[src/rtl/red_ctrl_pkg.sv]
/* Control path definitions for the row reduction unit.
   Operation select and the type of the row-length count. */
package red_ctrl_pkg;

  // Reduction applied to every lane of a row
  typedef enum logic {
    RED_SUM = 1'b0,
    RED_MAX = 1'b1
  } red_op_e;

  // Beats per row, legal range 1 to 255
  localparam int unsigned ROW_LEN_W = 8;

  typedef logic [ROW_LEN_W-1:0] row_len_t;

endpackage

[src/rtl/red_data_pkg.sv]
/* Data path definitions for the row reduction unit.
   Lane count, element and vector types, and the neutral values of each operation. */
package red_data_pkg;

  // One lane per output row
  localparam int unsigned WIDTH = 4;

  localparam int unsigned ELEM_W = 16;

  // Signed element, also the width of a row result
  typedef logic signed [ELEM_W-1:0] elem_t;

  // Lane i sits at index i
  typedef elem_t [WIDTH-1:0] vec_t;

  // Neutral element of the wrapping sum
  localparam elem_t SUM_NEUTRAL = '0;

  // Neutral element of the signed maximum
  localparam elem_t MAX_NEUTRAL = {1'b1, {(ELEM_W-1){1'b0}}};

endpackage

[src/rtl/red_max_lanes.sv]
/* Per-lane signed maximum registers that build the row maxima.
   Driven by the same strobes as the sum lanes, side by side with them. */
`timescale 1ns/1ps

module red_max_lanes (
  input  logic               clk_i,
  input  logic               rst_ni,
  input  logic               clear_i,
  input  logic               start_i,
  input  logic               seed_i,
  input  logic               acc_en_i,
  input  red_data_pkg::vec_t init_i,
  input  red_data_pkg::vec_t data_i,
  output red_data_pkg::vec_t max_o
);

  for (genvar i = 0; i < red_data_pkg::WIDTH; i++) begin : gen_lane
    red_data_pkg::elem_t max_q;
    red_data_pkg::elem_t din;
    red_data_pkg::elem_t larger;

    // Both operands signed, so the compare is signed
    assign din    = data_i[i];
    assign larger = (din > max_q) ? din : max_q;

    always_ff @(posedge clk_i or negedge rst_ni) begin
      if (!rst_ni) begin
        max_q <= '0;
      end else if (clear_i) begin
        max_q <= '0;
      end else if (start_i) begin
        max_q <= red_data_pkg::MAX_NEUTRAL;
      end else if (seed_i) begin
        max_q <= init_i[i];
      end else if (acc_en_i) begin
        max_q <= larger;
      end
    end

    assign max_o[i] = max_q;
  end

  strobe_onehot_a : assert property (
    @(posedge clk_i) disable iff (!rst_ni)
    $onehot0({start_i, seed_i, acc_en_i})
  ) else $error("max lanes got more than one strobe in a cycle");

endmodule

[src/rtl/red_reduction_unit.sv]
/* Row-wise reduction unit for the output side of a matrix engine.
   Sum and max lanes run side by side, the row controller sequences both and selects the result. */
`timescale 1ns/1ps

module red_reduction_unit (
  input  logic                   clk_i,
  input  logic                   rst_ni,
  input  logic                   clear_i,
  input  logic                   enable_i,
  input  red_ctrl_pkg::red_op_e  op_i,
  input  red_ctrl_pkg::row_len_t row_len_i,
  input  logic                   load_i,
  input  red_data_pkg::vec_t     init_i,
  input  logic                   init_valid_i,
  input  logic                   valid_i,
  input  red_data_pkg::vec_t     data_i,
  input  logic                   ready_i,
  output red_data_pkg::vec_t     red_o,
  output logic                   red_valid_o,
  output logic                   is_init_o
);

  logic start;
  logic seed;
  logic acc_en;

  red_data_pkg::vec_t sum_q;
  red_data_pkg::vec_t max_q;

  red_row_ctrl i_ctrl (
    .clk_i        (clk_i),
    .rst_ni       (rst_ni),
    .clear_i      (clear_i),
    .enable_i     (enable_i),
    .op_i         (op_i),
    .row_len_i    (row_len_i),
    .load_i       (load_i),
    .init_valid_i (init_valid_i),
    .valid_i      (valid_i),
    .ready_i      (ready_i),
    .sum_i        (sum_q),
    .max_i        (max_q),
    .start_o      (start),
    .seed_o       (seed),
    .acc_en_o     (acc_en),
    .red_valid_o  (red_valid_o),
    .is_init_o    (is_init_o),
    .red_o        (red_o)
  );

  red_sum_lanes i_sum (
    .clk_i    (clk_i),
    .rst_ni   (rst_ni),
    .clear_i  (clear_i),
    .start_i  (start),
    .seed_i   (seed),
    .acc_en_i (acc_en),
    .init_i   (init_i),
    .data_i   (data_i),
    .sum_o    (sum_q)
  );

  red_max_lanes i_max (
    .clk_i    (clk_i),
    .rst_ni   (rst_ni),
    .clear_i  (clear_i),
    .start_i  (start),
    .seed_i   (seed),
    .acc_en_i (acc_en),
    .init_i   (init_i),
    .data_i   (data_i),
    .max_o    (max_q)
  );

endmodule

[src/rtl/red_row_ctrl.sv]
/* Row controller of the reduction unit.
   Initializes the lanes, counts beats, holds the result valid and picks the output vector. */
`timescale 1ns/1ps

module red_row_ctrl (
  input  logic                   clk_i,
  input  logic                   rst_ni,
  input  logic                   clear_i,
  input  logic                   enable_i,
  input  red_ctrl_pkg::red_op_e  op_i,
  input  red_ctrl_pkg::row_len_t row_len_i,
  input  logic                   load_i,
  input  logic                   init_valid_i,
  input  logic                   valid_i,
  input  logic                   ready_i,
  input  red_data_pkg::vec_t     sum_i,
  input  red_data_pkg::vec_t     max_i,
  output logic                   start_o,
  output logic                   seed_o,
  output logic                   acc_en_o,
  output logic                   red_valid_o,
  output logic                   is_init_o,
  output red_data_pkg::vec_t     red_o
);

  logic                   is_init_q;
  logic                   red_valid_q;
  red_ctrl_pkg::row_len_t beat_cnt_q;

  logic init_req;
  logic last_beat;
  logic handshake;

  // Lanes get initialized once per row, before the first beat
  assign init_req = enable_i && !is_init_q && !clear_i;
  assign start_o  = init_req && !load_i;
  assign seed_o   = init_req && load_i && init_valid_i;

  // Beats only count between initialization and the result
  assign acc_en_o  = valid_i && is_init_q && !red_valid_q && !clear_i;
  assign last_beat = acc_en_o && (beat_cnt_q == row_len_i - 1'b1);
  assign handshake = red_valid_q && ready_i;

  always_ff @(posedge clk_i or negedge rst_ni) begin
    if (!rst_ni) begin
      is_init_q <= 1'b0;
    end else if (clear_i) begin
      is_init_q <= 1'b0;
    end else if (start_o || seed_o) begin
      is_init_q <= 1'b1;
    end else if (handshake) begin
      is_init_q <= 1'b0;
    end
  end

  always_ff @(posedge clk_i or negedge rst_ni) begin
    if (!rst_ni) begin
      beat_cnt_q <= '0;
    end else if (clear_i || last_beat) begin
      beat_cnt_q <= '0;
    end else if (acc_en_o) begin
      beat_cnt_q <= beat_cnt_q + 1'b1;
    end
  end

  // Result stays valid until the consumer takes it
  always_ff @(posedge clk_i or negedge rst_ni) begin
    if (!rst_ni) begin
      red_valid_q <= 1'b0;
    end else if (clear_i || handshake) begin
      red_valid_q <= 1'b0;
    end else if (last_beat) begin
      red_valid_q <= 1'b1;
    end
  end

  assign red_valid_o = red_valid_q;
  assign is_init_o   = is_init_q;

  assign red_o = (op_i == red_ctrl_pkg::RED_MAX) ? max_i : sum_i;

  // Producer must hold off while a result waits
  no_beat_on_result_a : assert property (
    @(posedge clk_i) disable iff (!rst_ni)
    red_valid_q |-> !valid_i
  ) else $error("valid_i beat while a result is pending");

  row_len_nonzero_a : assert property (
    @(posedge clk_i) disable iff (!rst_ni)
    enable_i |-> (row_len_i != '0)
  ) else $error("row_len_i is zero while enabled");

endmodule

[src/rtl/red_sum_lanes.sv]
/* Per-lane wrapping accumulators that build the row sums.
   Sequenced by the row controller through its start, seed and accumulate strobes. */
`timescale 1ns/1ps

module red_sum_lanes (
  input  logic               clk_i,
  input  logic               rst_ni,
  input  logic               clear_i,
  input  logic               start_i,
  input  logic               seed_i,
  input  logic               acc_en_i,
  input  red_data_pkg::vec_t init_i,
  input  red_data_pkg::vec_t data_i,
  output red_data_pkg::vec_t sum_o
);

  for (genvar i = 0; i < red_data_pkg::WIDTH; i++) begin : gen_lane
    red_data_pkg::elem_t acc_q;
    red_data_pkg::elem_t acc_next;

    // Sum wraps modulo 2^16
    assign acc_next = acc_q + data_i[i];

    always_ff @(posedge clk_i or negedge rst_ni) begin
      if (!rst_ni) begin
        acc_q <= '0;
      end else if (clear_i) begin
        acc_q <= '0;
      end else if (start_i) begin
        acc_q <= red_data_pkg::SUM_NEUTRAL;
      end else if (seed_i) begin
        acc_q <= init_i[i];
      end else if (acc_en_i) begin
        acc_q <= acc_next;
      end
    end

    assign sum_o[i] = acc_q;
  end

  // Controller issues at most one strobe per cycle
  strobe_onehot_a : assert property (
    @(posedge clk_i) disable iff (!rst_ni)
    $onehot0({start_i, seed_i, acc_en_i})
  ) else $error("sum lanes got more than one strobe in a cycle");

endmodule

[config.mk]
export PLATFORM = sky130hd
export DESIGN_NAME = red_reduction_unit
export DESIGN_NICKNAME = d
export VERILOG_FILES = /design/src/rtl/red_ctrl_pkg.sv /design/src/rtl/red_data_pkg.sv /design/src/rtl/red_max_lanes.sv /design/src/rtl/red_reduction_unit.sv /design/src/rtl/red_row_ctrl.sv /design/src/rtl/red_sum_lanes.sv
export SDC_FILE = /design/constraint.sdc
export NUM_CORES = 1
export LEC_CHECK = 0
export ABC_AREA = 1
export BUFFER_PORTS_ARGS = -buffer_cell sky130_fd_sc_hd__buf_4
export CAP_MARGIN = 10
export CORE_ASPECT_RATIO = 2
export CORE_MARGIN = 2
export CORE_UTILIZATION = 30
export DETAILED_ROUTE_END_ITERATION = 7
export GPL_ROUTABILITY_DRIVEN = 0
export PLACE_DENSITY_LB_ADDON = 0.08
export SLEW_MARGIN = 20
export SYNTH_ARGS = -nofsm -noshare
export SYNTH_HDL_FRONTEND = slang
export SYNTH_SLANG_ARGS = --single-unit
[constraint.sdc]
create_clock -name clk_i -period 3.09 [get_ports clk_i]
set_input_delay 0.309 -clock clk_i [delete_from_list [all_inputs] [get_ports clk_i]]
set_output_delay 0.309 -clock clk_i [all_outputs]
set_load 0.01 [all_outputs]
==> results.md, run 1 <==
* Max-slew violations at 0
* Ports at 211
* Synthesized Nets at 2174
* Status: completed
* Die ar. at 42700 um2
* Crit Path Class: register to register
* Post-CTS Resized at 0
* Reg clk slew, reported paths at 70 ps
* Final nets at 2372
* Vias in the first global route at 12525
* P_int at 5280 uW
* Worst path required time at 3420 ps
* Post-route ant nets at 0
* CP Cell Sequence: ha_1, inv_1, fa_1, nand3b_1, nand2_1, inv_1, o21ai_0, nand2_1, nand2_1, nand2_1, nand3_1, nand2_1, nand2_1, nand2_1
* CP top delay family: simple AND/OR/NAND/NOR gates
* CP endpoint kind: register
* Congestion Overflow GR at 0
* Largest net degree at the start of global routing at 88
* Max_slew headroom at 0.330
* Hold Startpoint: ready_i
* R2R depth at 14
* TritonCTS clock tree: done
* Power per Cell Area at 586 nW/um2
* Worst-Skew Late Latency at 440 ps
* Initial Util at 0.302
* Yosys top cell area share at 0.281
* Routed WL at 43900 um
* Total Power at 8920 uW
* Leakage at 0.00821 uW
* Overall Global Routing Usage at 0.207
* Levels on crit path at 14
* Fin util at 0.374
* Slowest CP cell: fa_1
* Layout area overhead at 23.8%
* Clk sink count at 138
* Synth area leaders: dfrtp_1 (28%), nand2_1 (21%), ha_1 (13%), inv_1 (6.0%), o21ai_0 (5.8%)
* Vias at 12554
* RSZ-0062 raised after global routing: false
* Max clock buf depth at 2
* Max_cap viols at 0
* DP Wirelength at 33100 um
* Placeable Area at 40700 um2
* Level count of the clock H-tree at 4
* Most common cell after layout, fill and taps aside: nand2_1
* Worst reg2reg path startpoint: i_sum.gen_lane[2].acc_q[0]
* Pre-antenna DRT Iters at 5
* Final hold viol count at 0
* Hold Path Class: input port to register
* Synth Cell Area at 12300 um2
* Most common cell on crit path: nand2_1
* Clock power frac at 0.267
* Switch share at 0.408
* Combinational group share of total power at 0.459
* FP Rows at 105
* Most frequent cells in the layout: nand2_1 (696), buf_4 (235), inv_1 (197)
* Die H at 290 um
* Ant. Diodes at 0
* Skew final at 12.7 ps
* Num CTS Buffers at 17
* Crit path time final at 2380 ps
* # setup viols final at 0
* First-pass GRT wire length at 69300 um
* Share of layout cells above drive strength 1 at 0.139
* Area leader, netlist: dfrtp_1
* Top_reg_cell synth: dfrtp_1
* Initial antenna violation count at 0
* Max Fclk at 0.421 GHz
* Wire per inst at 16.6 um
* Die X at 147 um
* Worst path buffer plus inverter count at 2
* Syn Inst Count at 1899
* Seq/Total Area, Yosys at 0.281
* Setup TNS at 0 ps
* Crit path from: i_sum.gen_lane[2].acc_q[0]
* Synth warn at 0
* WHS Path Cells at 4
* DRC Markers at 0
* Slew @ Worst Pin at 1000 ps
* Root Buffer: clkbuf_16
* Via density at 4.75
* Sequential power share at 0.274
* Port Buffers at 210
* Kind of start point of the critical path: register
* Mean post-synth cell area at 6.48 um2
* Number of flops mapped to enable cells by yosys at 0
* Initial DRC count at 589
* Worst Path Max Fanout at 3
* Synth cell types at 34
* VDD IR max at 0.428 mV
* Slowest stage delay, CP at 410 ps
* Sw power at 3640 uW
* Arrival @ worst endpoint at 2710 ps
* Seq cells post-synth at 138
* Async set-reset flop share out of synthesis at 1.00
* Final period utilization at 0.769
## path summary, 6_finish.rpt
check                                               to  slack (ps)
setup / recovery           i_sum.gen_lane[2].acc_q[12]         710
hold / removal                      i_ctrl.red_valid_o         140
setup reg to reg           i_sum.gen_lane[2].acc_q[12]         710
hold reg to reg             i_max.gen_lane[2].max_q[8]         510
max in group asynchronous  i_sum.gen_lane[1].acc_q[10]        1940
min in group asynchronous   i_sum.gen_lane[3].acc_q[0]         390
## layer usage
metal | up-vias | track usage | routed length (um)
li1 | 6535 | - | -
met3 | 35 | 0.0246 | 1650
met5 | - | 0 | 0
met1 | 5706 | 0.277 | 20600
met4 | 0 | 0.0546 | 701
met2 | 278 | 0.353 | 21000
## metrics by stage
stage | hold slack [ps] | setup WS [ps] | area, um2 | cells
2_1_floorplan | 13.4 | 1130 | 12300 | 1899
3_3_place_gp | 320 | 675 | 14600 | 2612
3_5_place_dp | 325 | 696 | 14600 | 2612
4_1_cts | 114 | 722 | 15200 | 2644
5_1_grt | 137 | 527 | 15200 | 2644
6_report | 140 | 714 | 15200 | 2644
## final cells by class
class,count,area [um2]
fillers,4566,25500
multi-input cells,1498,7820
flip-flops and latches,138,3450
repair buffers,241,1870
inverters,201,757
well taps,535,669
clock buffers,20,467
clock inverters,11,193
## what timing repair did
action,in CTS,in global routing
endpoints found under the hold margin,50,0
setup buffers,0,0
endpoints found under the setup margin,0,0
hold buffers,1,0
## flip-flops by register name, summed over array words and instances, names as in the netlist
| signal | cells |
|---|---|
| i_max.gen_lane.max_q | 64 |
| i_ctrl.red_valid_o | 1 |
| i_sum.gen_lane.acc_q | 64 |
| i_ctrl.is_init_o | 1 |
| i_ctrl.beat_cnt_q | 8 |
## synth_stat cells, types with 9 or more instances
master and instances:
a21oi_1 132, nand2_1 696, xor2_1 19, o21ai_0 143, clkbuf_1 33, buf_2 19, nand3b_1 26, ha_1 126
nand3_1 123, a31oi_1 9, xnor2_1 13, o22ai_1 10, dfrtp_1 138, nor2_1 138, inv_1 197
## power by group through the flow
stage	Sequential [uW]	Clock [uW]	Combinational (uW)
after floorplan	2380	0	2800
after detailed placement	2470	0	4120
final	2440	2380	4100
after global routing	2490	2520	4720
after CTS	2440	2450	4140
after global placement	2470	0	4130
## tightest hold or removal path, stage by stage
cell and delay [ps]:
buf_4 80, nand2_1 60, nand2_1 60, a21oi_1 30
## kinds of logic after synthesis
| kind of cell | share of synthesized area |
|---|---|
| simple gates | 0.340 |
| compound gates | 0.134 |
| buf+inv | 0.0843 |
| flops | 0.281 |
| fa+ha+maj | 0.135 |
| xor+xnor | 0.0228 |
| mux | 0.00366 |
(Power assumes the default switching activity.)
==> run 2: changes to the inputs <==
Clock period 3.09 ns to 1.99 ns, I/O delays scaled along.
==> run 2 against run 1 <==
  * Critical path depth is 1 lower
  * Combinational power is 78% higher
  * Clock skew hardly changed
  * Largest power group unchanged
  * Highest routed layer unchanged
==> results.md, run 2 (synthesis results as in run 1) <==
* Top flop regs: i_max.gen_lane.max_q (64), i_sum.gen_lane.acc_q (64), i_ctrl.beat_cnt_q (8)
* Max_slew headroom at 0.672
* Kind of start point of the critical path: register
* Clk sink count at 138
* Congestion Overflow GR at 0
* Hold endpoint: i_ctrl.red_valid_o
* First-pass GRT wire length at 70200 um
* Max clock buf depth at 2
* Sw power at 6040 uW
* P_int at 8350 uW
* Routed WL at 45500 um
* Initial antenna violation count at 0
* Most common cell after layout, fill and taps aside: nand2_1
* Skew final at 12.5 ps
* TritonCTS clock tree: done
* Vias in the first global route at 12935
* Most frequent cells in the layout: nand2_1 (603), buf_4 (280), inv_1 (185)
* Hold Startpoint: ready_i
* Level count of the clock H-tree at 4
* Fill cell count at 4468
* Worst Path Max Fanout at 4
* Overall Global Routing Usage at 0.208
* Crit Path Class: register to register
* Min Hold Slack at 42.8 ps
* Non-Filler Instances at 2719
* Worst-Skew Late Latency at 440 ps
* Worst path required time at 2310 ps
* Sequential power share at 0.263
* R2R depth at 13
* WHS Path Cells at 4
* Worst reg2reg path startpoint: i_sum.gen_lane[0].acc_q[0]
* Total Power at 14400 uW
* Root Buffer: clkbuf_16
* Num CTS Buffers at 17
* Ports at 211
* FF-to-FF End: i_sum.gen_lane[0].acc_q[12]
* Layout area overhead at 35.8%
* DP Wirelength at 33300 um
* Combinational group share of total power at 0.507
* Placeable Area at 40700 um2
* Ant. Diodes at 0
* Flop2flop setup slack at 8 ps
* Slew @ Worst Pin at 486 ps
* Via density at 4.75
* Status: completed
* Final period utilization at 0.996
* RSZ-0062 raised after global routing: true
* Final nets at 2446
* Hold Path Class: input port to register
* Max Fclk at 0.505 GHz
* Leakage at 0.00877 uW
* Arrival @ worst endpoint at 2310 ps
* Pre-CTS WS at -264 ps
* Reg clk slew, reported paths at 70 ps
* Die ar. at 42700 um2
* Vias at 12908
* FP Rows at 105
* VDD IR max at 0.643 mV
* Power per Cell Area at 861 nW/um2
* Largest net degree at the start of global routing at 70
* DRC Markers at 0
* Setup TNS at 0 ps
* Port Buffers at 210
* Die X at 147 um
* Switch share at 0.420
* Setup slack after layout at 8.08 ps
* Max_cap viols at 0
* Share of layout cells above drive strength 1 at 0.248
* CP endpoint kind: register
* Die H at 290 um
* Wire per inst at 16.7 um
* Placed cells at 2667
* Pre-antenna DRT Iters at 7
* Initial Util at 0.302
* Final hold viol count at 0
* # setup viols final at 0
* Crit path time final at 1980 ps
* Max-slew violations at 0
* Post-route ant nets at 0
* Clock power frac at 0.230
* Initial DRC count at 570
run 2: final cells by class:
| cell class | count | area, um2 | area share |
|---|---|---|---|
| sequential | 138 | 3450 | 0.207 |
| clock inverter | 14 | 146 | 0.00876 |
| inverter | 201 | 762 | 0.0456 |
| timing repair buffer | 315 | 2690 | 0.161 |
| clock buffer | 18 | 439 | 0.0263 |
| tap | 535 | 669 | 0.0401 |
| multi-input combinational | 1498 | 8550 | 0.512 |
run 2: metrics by stage:
| stage | utilization | cell area (um2) |
|---|---|---|
| finish | 0.410 | 16700 |
| detailed placement | 0.371 | 15100 |
| global placement | 0.371 | 15100 |
| floorplan | - | 12300 |
| global route | 0.410 | 16700 |
| CTS | 0.387 | 15800 |
run 2: power groups by stage:
stage / clock (uW) / sequential [uW] / combinational (uW)
after floorplan: 0 / 3700 / 4340
after global placement: 0 / 3820 / 6650
after detailed placement: 0 / 3820 / 6650
after CTS: 3430 / 3780 / 6750
after global routing: 3510 / 3870 / 8320
final: 3300 / 3790 / 7300
run 2: worst max-delay path, stage by stage, from the launching register on:
cell	delay (ps)
dfrtp_1	360
ha_2	200
inv_2	40
fa_2	360
nand3b_1	180
nand2_2	130
buf_6	110
nand4_1	100
nand3_2	120
nand2_1	50
nand2_1	50
o21ai_1	50
nand2_1	50
nand2_1	40
run 2: worst max-delay path by stage:
stage	from	endpoint	slack [ps]
2_1_floorplan	i_sum.gen_lane[2].acc_q[0]	i_sum.gen_lane[2].acc_q[12]	30
3_3_place_gp	i_sum.gen_lane[2].acc_q[0]	i_sum.gen_lane[2].acc_q[12]	-180
3_5_place_dp	i_sum.gen_lane[2].acc_q[0]	i_sum.gen_lane[2].acc_q[12]	-260
4_1_cts	i_sum.gen_lane[2].acc_q[0]	i_sum.gen_lane[2].acc_q[12]	-30
5_1_grt	i_sum.gen_lane[0].acc_q[0]	i_sum.gen_lane[0].acc_q[14]	-190
6_report	i_sum.gen_lane[0].acc_q[0]	i_sum.gen_lane[0].acc_q[12]	8
run 2: metal layers:
metal	GRT usage	share of wire
met5	0	0
met4	0.0532	0.020
met3	0.0253	0.037
met2	0.354	0.48
met1	0.279	0.46
run 2: repair_timing:
action,in CTS,in global routing
pin swaps,7,38
endpoints found under the setup margin,35,111
resized for setup,24,214
buffers inserted,2,14
hold buffers,1,0
endpoints found under the hold margin,35,0
gates cloned,0,4
